## config.mk

```make
export PLATFORM = sky130hd
export DESIGN_NAME = ccd_timing_top
export DESIGN_NICKNAME = d
export VERILOG_FILES = /design/src/rtl/ccd_pkg.sv /design/src/rtl/ccd_exp_if.sv /design/src/rtl/ccd_timing_top.sv /design/src/rtl/ccd_readout_seq.sv /design/src/rtl/ccd_exp.sv /design/src/rtl/ccd_trigger_ctrl.sv
export VERILOG_INCLUDE_DIRS = /design/src /design/src/rtl
export SDC_FILE = /design/constraint.sdc
export NUM_CORES = 1
export LEC_CHECK = 0
export ABC_CLOCK_PERIOD_IN_PS = 2900
export BUFFER_PORTS_ARGS = -buffer_cell sky130_fd_sc_hd__buf_4
export CORE_ASPECT_RATIO = 0.6
export CORE_MARGIN = 1.5
export CORE_UTILIZATION = 31
export CTS_CLUSTER_DIAMETER = 40
export DETAILED_ROUTE_END_ITERATION = 6
export GPL_TIMING_DRIVEN = 0
export HOLD_SLACK_MARGIN = 0.15
export RECOVER_POWER = 50
export SYNTH_ARGS = -nofsm -noshare
export SYNTH_HDL_FRONTEND = slang
export SYNTH_SLANG_ARGS = --single-unit
```

## constraint.sdc

```tcl
create_clock -name pixclk -period 2.9 [get_ports pixclk]
set_input_delay 0.58 -clock pixclk [delete_from_list [all_inputs] [get_ports pixclk]]
set_output_delay 0.58 -clock pixclk [all_outputs]
set_load 0.01 [all_outputs]
```

## src/rtl/ccd_config.svh

```systemverilog
`ifndef CCD_CONFIG_SVH
`define CCD_CONFIG_SVH

// ------------------------------------------------------------
// counter widths
// ------------------------------------------------------------
`define EXP_WD        24    // exposure count, pixel clocks
`define REG_WD        16    // vertical line count

// ------------------------------------------------------------
// exposure timing, pixel clocks
// ------------------------------------------------------------
// last electronic shutter pulse, placed right before integration
`define XSUB_WIDTH    8
// transfer request leads the end of integration by this much
// also sets the shortest exposure the sensor can take
`define XSG1_FALLING  20

// ------------------------------------------------------------
// readout geometry
// ------------------------------------------------------------
`define H_TOTAL       64    // pixel clocks per line
`define V_TOTAL       12    // lines per frame readout
`define XSG_WIDTH     6     // transfer gate pulse length

`endif
```

## src/rtl/ccd_pkg.sv

```systemverilog
`include "ccd_config.svh"

package ccd_pkg;

	// ------------------------------------------------------------
	// acquisition mode
	// ------------------------------------------------------------
	// free-run restarts exposure after every readout
	// external waits for a trigger edge per frame
	typedef enum logic {
		TRIG_FREERUN  = 1'b0,
		TRIG_EXTERNAL = 1'b1
	} trig_mode_e;

	// ------------------------------------------------------------
	// counter types
	// ------------------------------------------------------------
	typedef logic [`EXP_WD-1:0] exp_cnt_t;   // exposure length / counter
	typedef logic [`REG_WD-1:0] line_cnt_t;  // vertical line index

	// 0 while idle, 1..V_TOTAL while lines are shifted out
	// the exposure block watches for 1 to end the strobe

endpackage

```

## src/rtl/ccd_exp_if.sv

```systemverilog
`timescale 1ns/1ps

// exposure control strobes between trigger, exposure and readout
interface ccd_exp_if;
	import ccd_pkg::*;

	logic      exposure_start;  // one cycle, starts an exposure
	logic      waitflag;        // trigger mode, no readout running
	logic      xsg_start;       // transfer request from exposure
	logic      exp_over;        // end of integration, one cycle
	logic      frame_done;      // last line shifted out, one cycle
	line_cnt_t vcount;          // current readout line, 0 = idle

	// trigger controller
	modport trig (
		output exposure_start, waitflag,
		input  frame_done, exp_over, xsg_start
	);

	// exposure controller
	modport exp (
		output xsg_start, exp_over,
		input  exposure_start, waitflag, vcount
	);

	// readout sequencer
	modport rdo (
		output frame_done, vcount,
		input  xsg_start
	);

endinterface

```

## src/rtl/ccd_timing_top.sv

```systemverilog
`timescale 1ns/1ps

module ccd_timing_top (
	input  logic                pixclk,
	input  logic                reset,
	input  ccd_pkg::trig_mode_e i_trig_mode,
	input  logic                i_trigger,
	input  ccd_pkg::exp_cnt_t   i_exposure_reg,
	output logic                o_xsub,
	output logic                o_xsg,
	output logic                o_strobe,
	output logic                o_integration,
	output logic                o_exp_over,
	output logic                o_frame_done,
	output ccd_pkg::line_cnt_t  o_vcount
);

	ccd_exp_if exp_bus ();   // trigger / exposure / readout strobes

	// ------------------------------------------------------------
	// block instances
	// ------------------------------------------------------------
	ccd_trigger_ctrl ccd_trigger_ctrl_inst (
		.pixclk      (pixclk),
		.reset       (reset),
		.i_trig_mode (i_trig_mode),
		.i_trigger   (i_trigger),
		.bus         (exp_bus.trig)
	);

	ccd_exp ccd_exp_inst (
		.pixclk             (pixclk),
		.reset              (reset),
		.i_trig_mode        (i_trig_mode),
		.i_exposure_reg     (i_exposure_reg),
		.bus                (exp_bus.exp),
		.o_xsub             (o_xsub),
		.o_strobe           (o_strobe),
		.o_integration      (o_integration),
		.o_exposure_preflag ()              // not brought out, no AFE here
	);

	ccd_readout_seq ccd_readout_seq_inst (
		.pixclk (pixclk),
		.reset  (reset),
		.bus    (exp_bus.rdo),
		.o_xsg  (o_xsg)
	);

	// bus status out to the pins
	assign o_exp_over   = exp_bus.exp_over;
	assign o_frame_done = exp_bus.frame_done;
	assign o_vcount     = exp_bus.vcount;

endmodule

```

## src/rtl/ccd_readout_seq.sv

```systemverilog
`timescale 1ns/1ps
`include "ccd_config.svh"

module ccd_readout_seq (
	input  logic    pixclk,
	input  logic    reset,
	ccd_exp_if.rdo  bus,
	output logic    o_xsg             // transfer gate pulse
);
	import ccd_pkg::*;

	localparam int XW = $clog2(`XSG_WIDTH);
	localparam int HW = $clog2(`H_TOTAL);

	localparam logic [XW-1:0] XSG_LAST = XW'(`XSG_WIDTH - 1);
	localparam logic [HW-1:0] H_LAST   = HW'(`H_TOTAL - 1);
	localparam line_cnt_t     V_LAST   = line_cnt_t'(`V_TOTAL);

	typedef enum logic [1:0] {
		RD_IDLE = 2'd0,
		RD_XSG  = 2'd1,   // transfer gate high
		RD_LINE = 2'd2    // vertical shift, line by line
	} rd_state_e;

	rd_state_e       state;
	logic [XW-1:0]   xsg_cnt;
	logic [HW-1:0]   hcnt;         // pixel position in line
	line_cnt_t       vcount_q;
	logic            frame_done_q;

	// ------------------------------------------------------------
	// readout FSM
	// ------------------------------------------------------------
	always_ff @(posedge pixclk or posedge reset) begin
		if (reset) begin
			state        <= RD_IDLE;
			o_xsg        <= 1'b0;
			xsg_cnt      <= '0;
			hcnt         <= '0;
			vcount_q     <= '0;
			frame_done_q <= 1'b0;
		end else begin
			frame_done_q <= 1'b0;           // pulse by default low
			case (state)
				RD_IDLE: begin
					if (bus.xsg_start) begin
						o_xsg   <= 1'b1;        // gate opens next cycle
						xsg_cnt <= '0;
						state   <= RD_XSG;
					end
				end
				RD_XSG: begin
					if (xsg_cnt == XSG_LAST) begin
						o_xsg    <= 1'b0;
						hcnt     <= '0;
						vcount_q <= line_cnt_t'(1);  // first line
						state    <= RD_LINE;
					end else begin
						xsg_cnt <= xsg_cnt + XW'(1);
					end
				end
				RD_LINE: begin
					if (hcnt == H_LAST) begin
						hcnt <= '0;
						if (vcount_q == V_LAST) begin
							vcount_q     <= '0;     // idle reads 0
							frame_done_q <= 1'b1;
							state        <= RD_IDLE;
						end else begin
							vcount_q <= vcount_q + line_cnt_t'(1);
						end
					end else begin
						hcnt <= hcnt + HW'(1);
					end
				end
				default: begin
					state <= RD_IDLE;
					o_xsg <= 1'b0;
				end
			endcase
		end
	end

	assign bus.vcount     = vcount_q;
	assign bus.frame_done = frame_done_q;

	// exposure side must not request a transfer mid readout
	a_no_xsg_in_readout: assert property (@(posedge pixclk) disable iff (reset)
		bus.xsg_start |-> state == RD_IDLE);

endmodule

```

## src/rtl/ccd_exp.sv

```systemverilog
`timescale 1ns/1ps
`include "ccd_config.svh"

module ccd_exp (
	input  logic                pixclk,
	input  logic                reset,
	input  ccd_pkg::trig_mode_e i_trig_mode,
	input  ccd_pkg::exp_cnt_t   i_exposure_reg,   // requested integration time
	ccd_exp_if.exp              bus,
	output logic                o_xsub,           // last shutter pulse, active low
	output logic                o_strobe,
	output logic                o_integration,
	output logic                o_exposure_preflag
);
	import ccd_pkg::*;

	localparam exp_cnt_t XSUB_CNT = exp_cnt_t'(`XSUB_WIDTH);
	localparam exp_cnt_t XSG_OFS  = exp_cnt_t'(`XSG1_FALLING);
	localparam exp_cnt_t MIN_REQ  = exp_cnt_t'(`XSG1_FALLING - `XSUB_WIDTH + 1);
	localparam exp_cnt_t MIN_EXP  = exp_cnt_t'(`XSG1_FALLING + 1);

	logic [1:0] start_shift;
	logic       start_edge;
	exp_cnt_t   exp_eff;        // shutter + integration, clamped
	exp_cnt_t   exp_cnt;
	exp_cnt_t   xsg_point;
	logic       xsub_last;      // internal shutter, low active
	logic       xsub_gate;      // shutter allowed out this exposure
	logic       exposure_flag;
	logic [1:0] integ_shift;
	logic       xsg_start_q;
	logic       exp_over_q;

	// ------------------------------------------------------------
	// start edge and effective exposure
	// ------------------------------------------------------------
	always_ff @(posedge pixclk or posedge reset) begin
		if (reset)
			start_shift <= 2'b00;
		else
			start_shift <= {start_shift[0], bus.exposure_start};
	end

	assign start_edge = (start_shift == 2'b01);

	// short requests clamped so the transfer request fits
	always_ff @(posedge pixclk or posedge reset) begin
		if (reset) begin
			exp_eff <= MIN_EXP;
		end else if (start_edge) begin
			if (i_exposure_reg < MIN_REQ)
				exp_eff <= MIN_EXP;
			else
				exp_eff <= XSUB_CNT + i_exposure_reg;
		end
	end

	// saturating counter, parked at all ones out of reset
	always_ff @(posedge pixclk or posedge reset) begin
		if (reset)
			exp_cnt <= '1;
		else if (start_edge)
			exp_cnt <= '0;
		else if (exp_cnt < exp_eff)
			exp_cnt <= exp_cnt + exp_cnt_t'(1);
	end

	assign xsg_point = exp_eff - XSG_OFS;

	// ------------------------------------------------------------
	// compare points
	// ------------------------------------------------------------
	always_ff @(posedge pixclk or posedge reset) begin
		if (reset) begin
			xsub_last          <= 1'b1;
			exposure_flag      <= 1'b0;
			o_exposure_preflag <= 1'b0;
			xsg_start_q        <= 1'b0;
		end else begin
			if (exp_cnt == '0)
				xsub_last <= 1'b0;          // shutter opens at count 0
			else if (exp_cnt == XSUB_CNT)
				xsub_last <= 1'b1;

			if (exp_cnt == XSUB_CNT)
				exposure_flag <= 1'b1;      // charge collection starts
			else if (exp_cnt == exp_eff)
				exposure_flag <= 1'b0;

			if (exp_cnt == '0)
				o_exposure_preflag <= 1'b1; // covers shutter + integration
			else if (exp_cnt == exp_eff)
				o_exposure_preflag <= 1'b0;

			xsg_start_q <= (exp_cnt == xsg_point);  // one shot, counter passes once
		end
	end

	// ------------------------------------------------------------
	// shutter output
	// ------------------------------------------------------------
	// gate sampled at the start edge so a short exposure keeps
	// a full shutter pulse after waitflag drops on xsg_start
	always_ff @(posedge pixclk or posedge reset) begin
		if (reset)
			xsub_gate <= 1'b0;
		else if (start_edge)
			xsub_gate <= bus.waitflag;
	end

	always_ff @(posedge pixclk or posedge reset) begin
		if (reset)
			o_xsub <= 1'b1;
		else if (i_trig_mode == TRIG_EXTERNAL && xsub_gate)
			o_xsub <= xsub_last;
		else
			o_xsub <= 1'b1;             // free-run keeps shutter idle
	end

	// ------------------------------------------------------------
	// integration, exp_over, strobe
	// ------------------------------------------------------------
	always_ff @(posedge pixclk or posedge reset) begin
		if (reset) begin
			o_integration <= 1'b0;
			integ_shift   <= 2'b00;
			exp_over_q    <= 1'b0;
		end else begin
			o_integration <= exposure_flag;
			integ_shift   <= {integ_shift[0], o_integration};
			exp_over_q    <= (integ_shift == 2'b10);  // 2 cycles after fall
		end
	end

	always_ff @(posedge pixclk or posedge reset) begin
		if (reset)
			o_strobe <= 1'b0;
		else if (bus.vcount == line_cnt_t'(1))
			o_strobe <= 1'b0;           // first readout line
		else if (start_edge)
			o_strobe <= 1'b1;
	end

	assign bus.xsg_start = xsg_start_q;
	assign bus.exp_over  = exp_over_q;

	// shutter and integration never overlap
	a_no_xsub_in_integ: assert property (@(posedge pixclk) disable iff (reset)
		!(o_integration && !xsub_last));

	// transfer request leads the integration fall by a fixed offset
	a_xsg_leads_integ_end: assert property (@(posedge pixclk) disable iff (reset)
		$fell(o_integration) |-> $past(bus.xsg_start, `XSG1_FALLING + 1));

endmodule

```

## src/rtl/ccd_trigger_ctrl.sv

```systemverilog
`timescale 1ns/1ps

module ccd_trigger_ctrl (
	input  logic                pixclk,
	input  logic                reset,
	input  ccd_pkg::trig_mode_e i_trig_mode,
	input  logic                i_trigger,     // async external trigger
	ccd_exp_if.trig             bus
);
	import ccd_pkg::*;

	typedef enum logic {
		ST_IDLE = 1'b0,   // no frame in flight
		ST_BUSY = 1'b1    // exposure or readout running
	} frame_state_e;

	frame_state_e state;
	logic [1:0]   trig_sync;     // two flop synchroniser
	logic         trig_d;        // previous synced level
	logic         trig_rise;
	logic         go;            // launch an exposure this cycle
	logic         start_q;
	logic         waitflag_q;

	// ------------------------------------------------------------
	// trigger input sync and edge detect
	// ------------------------------------------------------------
	always_ff @(posedge pixclk or posedge reset) begin
		if (reset) begin
			trig_sync <= 2'b00;
			trig_d    <= 1'b0;
		end else begin
			trig_sync <= {trig_sync[0], i_trigger};
			trig_d    <= trig_sync[1];
		end
	end

	assign trig_rise = trig_sync[1] & ~trig_d;

	// ------------------------------------------------------------
	// frame state and start pulse
	// ------------------------------------------------------------
	always_comb begin
		if (i_trig_mode == TRIG_FREERUN) begin
			// restart right on frame_done, or at once when idle
			go = (state == ST_IDLE) || bus.frame_done;
		end else begin
			go = (state == ST_IDLE) && trig_rise;  // busy drops triggers
		end
	end

	always_ff @(posedge pixclk or posedge reset) begin
		if (reset) begin
			state   <= ST_IDLE;
			start_q <= 1'b0;
		end else begin
			start_q <= go;
			if (go)
				state <= ST_BUSY;
			else if (bus.frame_done)
				state <= ST_IDLE;
		end
	end

	// wait phase, only meaningful in trigger mode
	always_ff @(posedge pixclk or posedge reset) begin
		if (reset) begin
			waitflag_q <= 1'b1;
		end else if (i_trig_mode == TRIG_FREERUN) begin
			waitflag_q <= 1'b0;
		end else if (bus.xsg_start) begin
			waitflag_q <= 1'b0;         // readout begins
		end else if (bus.frame_done) begin
			waitflag_q <= 1'b1;         // back to waiting
		end
	end

	assign bus.exposure_start = start_q;
	assign bus.waitflag       = waitflag_q;

	// a triggered start never lands while a readout is running
	a_start_not_busy: assert property (@(posedge pixclk) disable iff (reset)
		bus.exposure_start && i_trig_mode == TRIG_EXTERNAL |-> bus.waitflag);

	// exp_over belongs to a frame this block has launched
	a_exp_over_in_frame: assert property (@(posedge pixclk) disable iff (reset)
		bus.exp_over |-> state == ST_BUSY);

endmodule

```

==> run metrics, run 1 <==
status complete, no violations; worst path arrival time 3.06 ns; Power Density 379 nW/um2; DP Area 6960 um2; Core Area 19300 um2; Pleak 3.10 nW; Syn. warnings 0; peak supply drop 0.000270 V; Post-CTS Hold Fix Bufs 0; complex-gate fraction of the synthesized area 15.4%; placer congestion estimate 0.881; RSZ-0062 raised after global routing true; Worst-path clk slew 0.07 ns; Die Wd 186 um; sequential element share of the synthesized area 38.8%; via count 5529; initial core utilization 32.2%; Worst EP required 3.13 ns; first-pass GRT wire length 28.5 mm; Post-Route Setup TNS 0 ns; minimum clock period 2.82 ns; Post-synth EDFFs 0; max-slew violations 0; Top delay family on crit path simple AND/OR/NAND/NOR gates; Syn Area/Cell 8.73 um2; CTS tree yes; DR pass1 iterations 4; Final setup violation count 0; number of max-cap violations 0; cell taking the most area after synthesis dfrtp_1; simple-gate share of the synthesized area 24.7%; DR WL met2 5.92 mm; Worst Hold Class flop to flop; mux share of post-synthesis cell area 1.99%; Port Buffers 49; crit end category flop; Final Cycle Share 97.3%; GRT overflow 0; FFs w/ async S/R, synth 100%; Worst Path Buf+Inv 0; Max Fanout on Critical Path 5; synth unique cells 65; DRC viols 0; die height 113 um; Highest Signal Layer met4; Crit path largest cell delay 0.52 ns; # diodes 0; mean routed wirelength per cell 16.6 um; antenna-violating nets left 0; initial antenna violation count 0; cells after synthesis 712; H-tree Lvls 3; top post-synthesis cells by count 98 x nand2_1, 65 x dfrtp_1, 56 x o21ai_0, 47 x a21oi_1, 40 x inv_1; Synth top area share 26.2%; register bit total from synthesis 95; row count 39; fin nets 840; count leader, synth nand2_1; synthesis-to-layout area growth 17.6%; vias in the first global route 5167; Pwr Total 2.77 mW; slowest stage cell, crit path or4b_1; GRT Resource Usage Total 17.5%; critical path, cell by cell or3_4 -> or4b_1 -> a2111o_1 -> a2111oi_4 -> o2111ai_1 -> nor4b_2; xor and xnor area share after synthesis 7.19%; CTS Buffer Depth 2; Post-DP HPWL 13.6 mm; largest net degree at the start of global routing 43; worst skew pair latency 0.35 ns; layout cells sized above 1 16.5%; WL met1 10.2 mm; synthesized cell area 6220 um2; Setup Skew 0.0120 ns; Setup CP Type flop to flop; post-route cell area 7310 um2; final hold viol count 0; Vias/cell 5.29; die area 20900 um2; f_max 354 MHz; Synth Net Count 777; startpoint types flop; Routed WL 17.4 mm; Rel. slew slack 11.9%; routed wl met3 1.14 mm; ys flop type dfrtp_1; Clock Tree Root clkbuf_16; largest family of logic cells by synthesized area simple AND/OR/NAND/NOR gates; top cells by area, synth dfrtp_1 26%, dfstp_2 13%, ha_1 7.4%, nand2_1 5.9%, o21ai_0 4.5%; Num Clock Sinks 95; io pins 50; DR iter-0 viols 402; Num CTS Buffers 9; adder-cell share of the synthesized area 7.45%; Tightest Pin Transition 1.32 ns
## per-stage QoR
step | worst slack (ns) | hold WS, ns | util, % | std cells
after global placement | -0.303 | 0.334 | 35.8 | 1027
after CTS | 0.00313 | 0.323 | 37.5 | 1045
final | 0.0775 | 0.351 | 37.8 | 1046
after detailed placement | -0.292 | 0.337 | 36.0 | 1029
after floorplan | 0.382 | 0.331 | - | 712
after global routing | -0.0115 | 0.344 | 37.8 | 1046
## worst reg2reg max path, cell delays in order (launching register included)
cell	delay, ns
dfrtp_2	0.44
or3_4	0.43
or4b_1	0.52
a2111o_1	0.46
a2111oi_4	0.32
o2111ai_1	0.18
nor4b_2	0.36
## cell families after synthesis
group                    after synthesis
AO/OA/AOI/OAI                        159
XOR/XNOR                              51
adder cells (fa/ha/maj)               37
buffers and inverters                 71
flip-flops                            95
multiplexers                          12
AND/OR/NAND/NOR                      287
## area by class of cell
cell class	count	area, um2
clock buffers	12	246
flip-flops and latches	95	2420
inverters	40	151
well taps	266	333
repair buffers	54	408
multi-input cells	546	3590
clock inverters	4	32.5
plain buffers	29	130
fillers	2034	12000
## layout by cell type (no fill, tap or decap), types with 20 or more instances in the layout
master    count
clkbuf_1     23
o21ai_0      55
ha_1         37
nor4_1       20
a21oi_1      45
xnor2_1      25
or4_1        20
nand4_1      25
buf_4        50
nand2_1      98
inv_1        39
nor2_1       22
dfrtp_1      61
nand3_1      25
xor2_1       26
dfstp_2      30
## power breakdown
| group | internal (mW) | switching, mW | total [mW] |
|---|---|---|---|
| Clock | 0.609 | 0.521 | 1.13 |
| Combinational | 0.100 | 0.148 | 0.248 |
| Sequential | 1.35 | 0.0405 | 1.40 |
## metal layers
layer	vias to the layer above	GRT usage (%)
li1	2731	-
met1	2647	30.3
met2	140	20.1
met3	11	4.64
met4	0	3.28
met5	-	0
## registers in the layout, summed over array words and instances, names as in the netlist, 2 cells and up
name	count
ccd_trigger_ctrl_inst.trig_sync	2
ccd_exp_inst.start_shift	2
ccd_readout_seq_inst.hcnt	6
ccd_readout_seq_inst.state	2
ccd_exp_inst.exp_cnt	24
ccd_readout_seq_inst.xsg_cnt	3
ccd_exp_inst.integ_shift	2
ccd_readout_seq_inst.bus.vcount	16
ccd_exp_inst.exp_eff	24
## worst paths after layout
path	cells past startpoint	from	endpoint	slack, ns
setup reg to reg	6	ccd_exp_inst.exp_eff[14]$_DFFE_PP0P_	ccd_exp_inst.bus.xsg_start$_DFF_PP0_	0.08
min in group asynchronous	2	reset	ccd_readout_seq_inst.bus.vcount[6]$_DFFE_PP0P_	0.47
setup / recovery	6	ccd_exp_inst.exp_eff[14]$_DFFE_PP0P_	ccd_exp_inst.bus.xsg_start$_DFF_PP0_	0.08
hold reg to reg	0	ccd_trigger_ctrl_inst.bus.exposure_start$_DFF_PP0_	ccd_exp_inst.start_shift[0]$_DFF_PP0_	0.35
hold / removal	0	ccd_trigger_ctrl_inst.bus.exposure_start$_DFF_PP0_	ccd_exp_inst.start_shift[0]$_DFF_PP0_	0.35
max in group asynchronous	3	reset	ccd_exp_inst.o_integration$_DFF_PP0_	0.59
## repair_timing
item / in CTS / in global routing
hold endpoints to repair: 0 / 0
gates cloned: 0 / 0
gates resized for setup: 7 / 21
pin swaps: 0 / 5
buffers inserted: 0 / 3
setup endpoints to repair: 20 / 28
No activity file was read; power rests on OpenSTA's default activity.
==> run 2: changes to the inputs <==
- CORE_ASPECT_RATIO: 0.6 -> 0.7
==> run 2 against run 1 <==
Critical path type unchanged. Non-clock buffer count down 1. Clock skew down 0.0033 ns. Design area down 0.19%. Hold slack worse by 0.0013 ns. Critical path depth up 2. Global-route usage down 1.0 points. Routed wire length down 6.3%. Largest cell class unchanged.
==> run metrics, run 2 (synthesis results as in run 1) <==
status complete, no violations; vias in the first global route 4955 (-4.1%); internal power 2.12 mW (+2.9%); endpoint of the worst setup timing path ccd_exp_inst.exp_cnt[5]$_DFFE_PP1P_; Post-DP HPWL 12.4 mm (-8.7%); antenna-violating nets left 0 (unchanged); Worst Hold Class input pin to flop; Pleak 3.07 nW (-0.80%); Max Fanout on Critical Path 10 (+5); final core utilization 36.9% (-0.88 points); sw frac 25.0% (-0.56 points); GRT Resource Usage Total 16.5% (-1.0 points); reg-to-reg critical path endpoint ccd_exp_inst.exp_cnt[5]$_DFFE_PP1P_; via count 5409 (-2.2%); crit end category flop; Rel. slew slack 36.6% (+25 points); Final Cycle Share 98.3% (+0.97 points); Worst EP required 3.17 ns (+0.04 ns); peak supply drop 0.000200 V (-26%); Routed WL 16.3 mm (-6.3%); die height 121 um (+7.8%); Final setup violation count 0 (unchanged); Net Sw Power 0.708 mW (-0.12%); FF-to-FF setup slack 0.05 ns (-0.03 ns); final hold viol count 0 (unchanged); GRT overflow 0 (unchanged); Register-to-Register Path Depth 8 (+2); pre-CTS setup slack -0.360 ns (-0.0679 ns); placer congestion estimate 0.854 (-3.0%); Gate power share 8.8% (about the same); CTS tree yes; minimum clock period 2.85 ns (+0.0281 ns); H-tree Lvls 3 (unchanged); layout cells sized above 1 16.0% (-0.49 points); Worst R2R Start ccd_exp_inst.exp_cnt[17]$_DFFE_PP1P_; power share of the clock group 42.2% (+1.5 points); # diodes 0 (unchanged); Worst-path clk slew 0.07 ns (about the same); Power Density 388 nW/um2 (+2.3%); CTS Buffer Depth 2 (unchanged); FILL cells 2061 (+1.3%); f_max 351 MHz (-0.99%); commonest non-fill, non-tap cell in the layout nand2_1; Pwr Total 2.83 mW (+2.1%); Num Clock Sinks 95 (unchanged); Core Area 19700 um2 (+2.2%); die area 20900 um2 (about the same); Vias/cell 5.16 (-2.5%); most frequent cells in the layout 98 x nand2_1, 63 x dfrtp_1, 55 x o21ai_0; DRC viols 0 (unchanged); Setup Skew 0.00866 ns (-0.00332 ns); mean routed wirelength per cell 15.5 um (-6.6%); worst hold path cell count 1 (+1); largest net degree at the start of global routing 39 (-9.3%); Port Buffers 49 (unchanged); synthesis-to-layout area growth 17.4%; fin nets 839 (-0.12%); Tightest Pin Transition 0.950 ns (-0.372 ns); number of max-cap violations 0 (unchanged); DR pass1 iterations 5 (+1); Die Wd 172 um (-7.3%); Setup CP Type flop to flop; Clock Tree Root clkbuf_16; initial core utilization 31.5% (-0.69 points); max-slew violations 0 (unchanged); io pins 50 (unchanged); worst skew pair latency 0.36 ns (about the same); row count 43 (+10%); Setup crit start ccd_exp_inst.exp_cnt[17]$_DFFE_PP1P_; first-pass GRT wire length 26.8 mm (-5.9%); Seq pwr share 49.1% (-1.2 points); final worst setup slack 0.0494 ns (-0.0281 ns); initial antenna violation count 0 (unchanged); worst path arrival time 3.12 ns (+0.06 ns); startpoint types flop; DR iter-0 viols 338 (-16%); Num CTS Buffers 9 (unchanged)
-- run 2: area by class of cell --
| class | instances | area, um2 | area share [%] |
|---|---|---|---|
| multi-input cells | 546 | 3580 | 49.0 |
| plain buffers | 30 | 133 | 1.82 |
| clock buffers | 11 | 233 | 3.19 |
| repair buffers | 52 | 388 | 5.32 |
| flip-flops and latches | 95 | 2420 | 33.1 |
| clock inverters | 5 | 58.8 | 0.806 |
| well taps | 270 | 338 | 4.63 |
| inverters | 40 | 151 | 2.08 |
-- run 2: stage by stage --
step                      TNS (ns)  hold slack [ns]  instances  instance area (um2)
final                            0            0.350       1049                 7300
after global routing       -0.0212            0.342       1049                 7300
after CTS                        0            0.266       1049                 7270
after global placement       -5.68            0.333       1031                 6930
after detailed placement     -6.09            0.342       1033                 6970
after floorplan                  0            0.331        712                 6220
-- run 2: timing repair --
| item | in CTS | in global routing |
|---|---|---|
| gates cloned | 0 | 0 |
| buffers inserted | 0 | 1 |
| resized for setup | 5 | 23 |
| hold buffers | 0 | 0 |
| setup endpoints to repair | 21 | 28 |
| pin swaps | 1 | 6 |
-- run 2: worst min-delay path by stage --
stage | startpoint | end
6_report | i_trigger | ccd_trigger_ctrl_inst.trig_sync[0]$_DFF_PP0_
5_1_grt | i_trigger | ccd_trigger_ctrl_inst.trig_sync[0]$_DFF_PP0_
4_1_cts | reset | ccd_readout_seq_inst.bus.vcount[9]$_DFFE_PP0P_
3_5_place_dp | ccd_trigger_ctrl_inst.trig_sync[0]$_DFF_PP0_ | ccd_trigger_ctrl_inst.trig_sync[1]$_DFF_PP0_
3_3_place_gp | ccd_trigger_ctrl_inst.bus.exposure_start$_DFF_PP0_ | ccd_exp_inst.start_shift[0]$_DFF_PP0_
2_1_floorplan | ccd_trigger_ctrl_inst.bus.exposure_start$_DFF_PP0_ | ccd_exp_inst.start_shift[0]$_DFF_PP0_
-- run 2: power groups by stage --
stage,clock (mW),combinational [mW],sequential (mW)
floorplan,0,0.160,1.40
global placement,0,0.242,1.41
detailed placement,0,0.254,1.41
CTS,1.23,0.255,1.39
global route,1.28,0.284,1.39
finish,1.19,0.249,1.39
-- run 2: per-layer routing --
metal | track usage (%) | wire [um]
met1 | 27.4 | 9130
met3 | 2.87 | 710
met4 | 3.75 | 137
met5 | 0 | 0
met2 | 21.1 | 6330
-- run 2: worst max-delay path: stages (launching register included) --
cell and delay, ns:
dfstp_2 0.62, ha_1 0.27, a21o_1 0.18, a221o_1 0.32, a21oi_1 0.20, o21ai_0 0.17
clkbuf_2 0.23, or4_1 0.53, a21oi_1 0.24
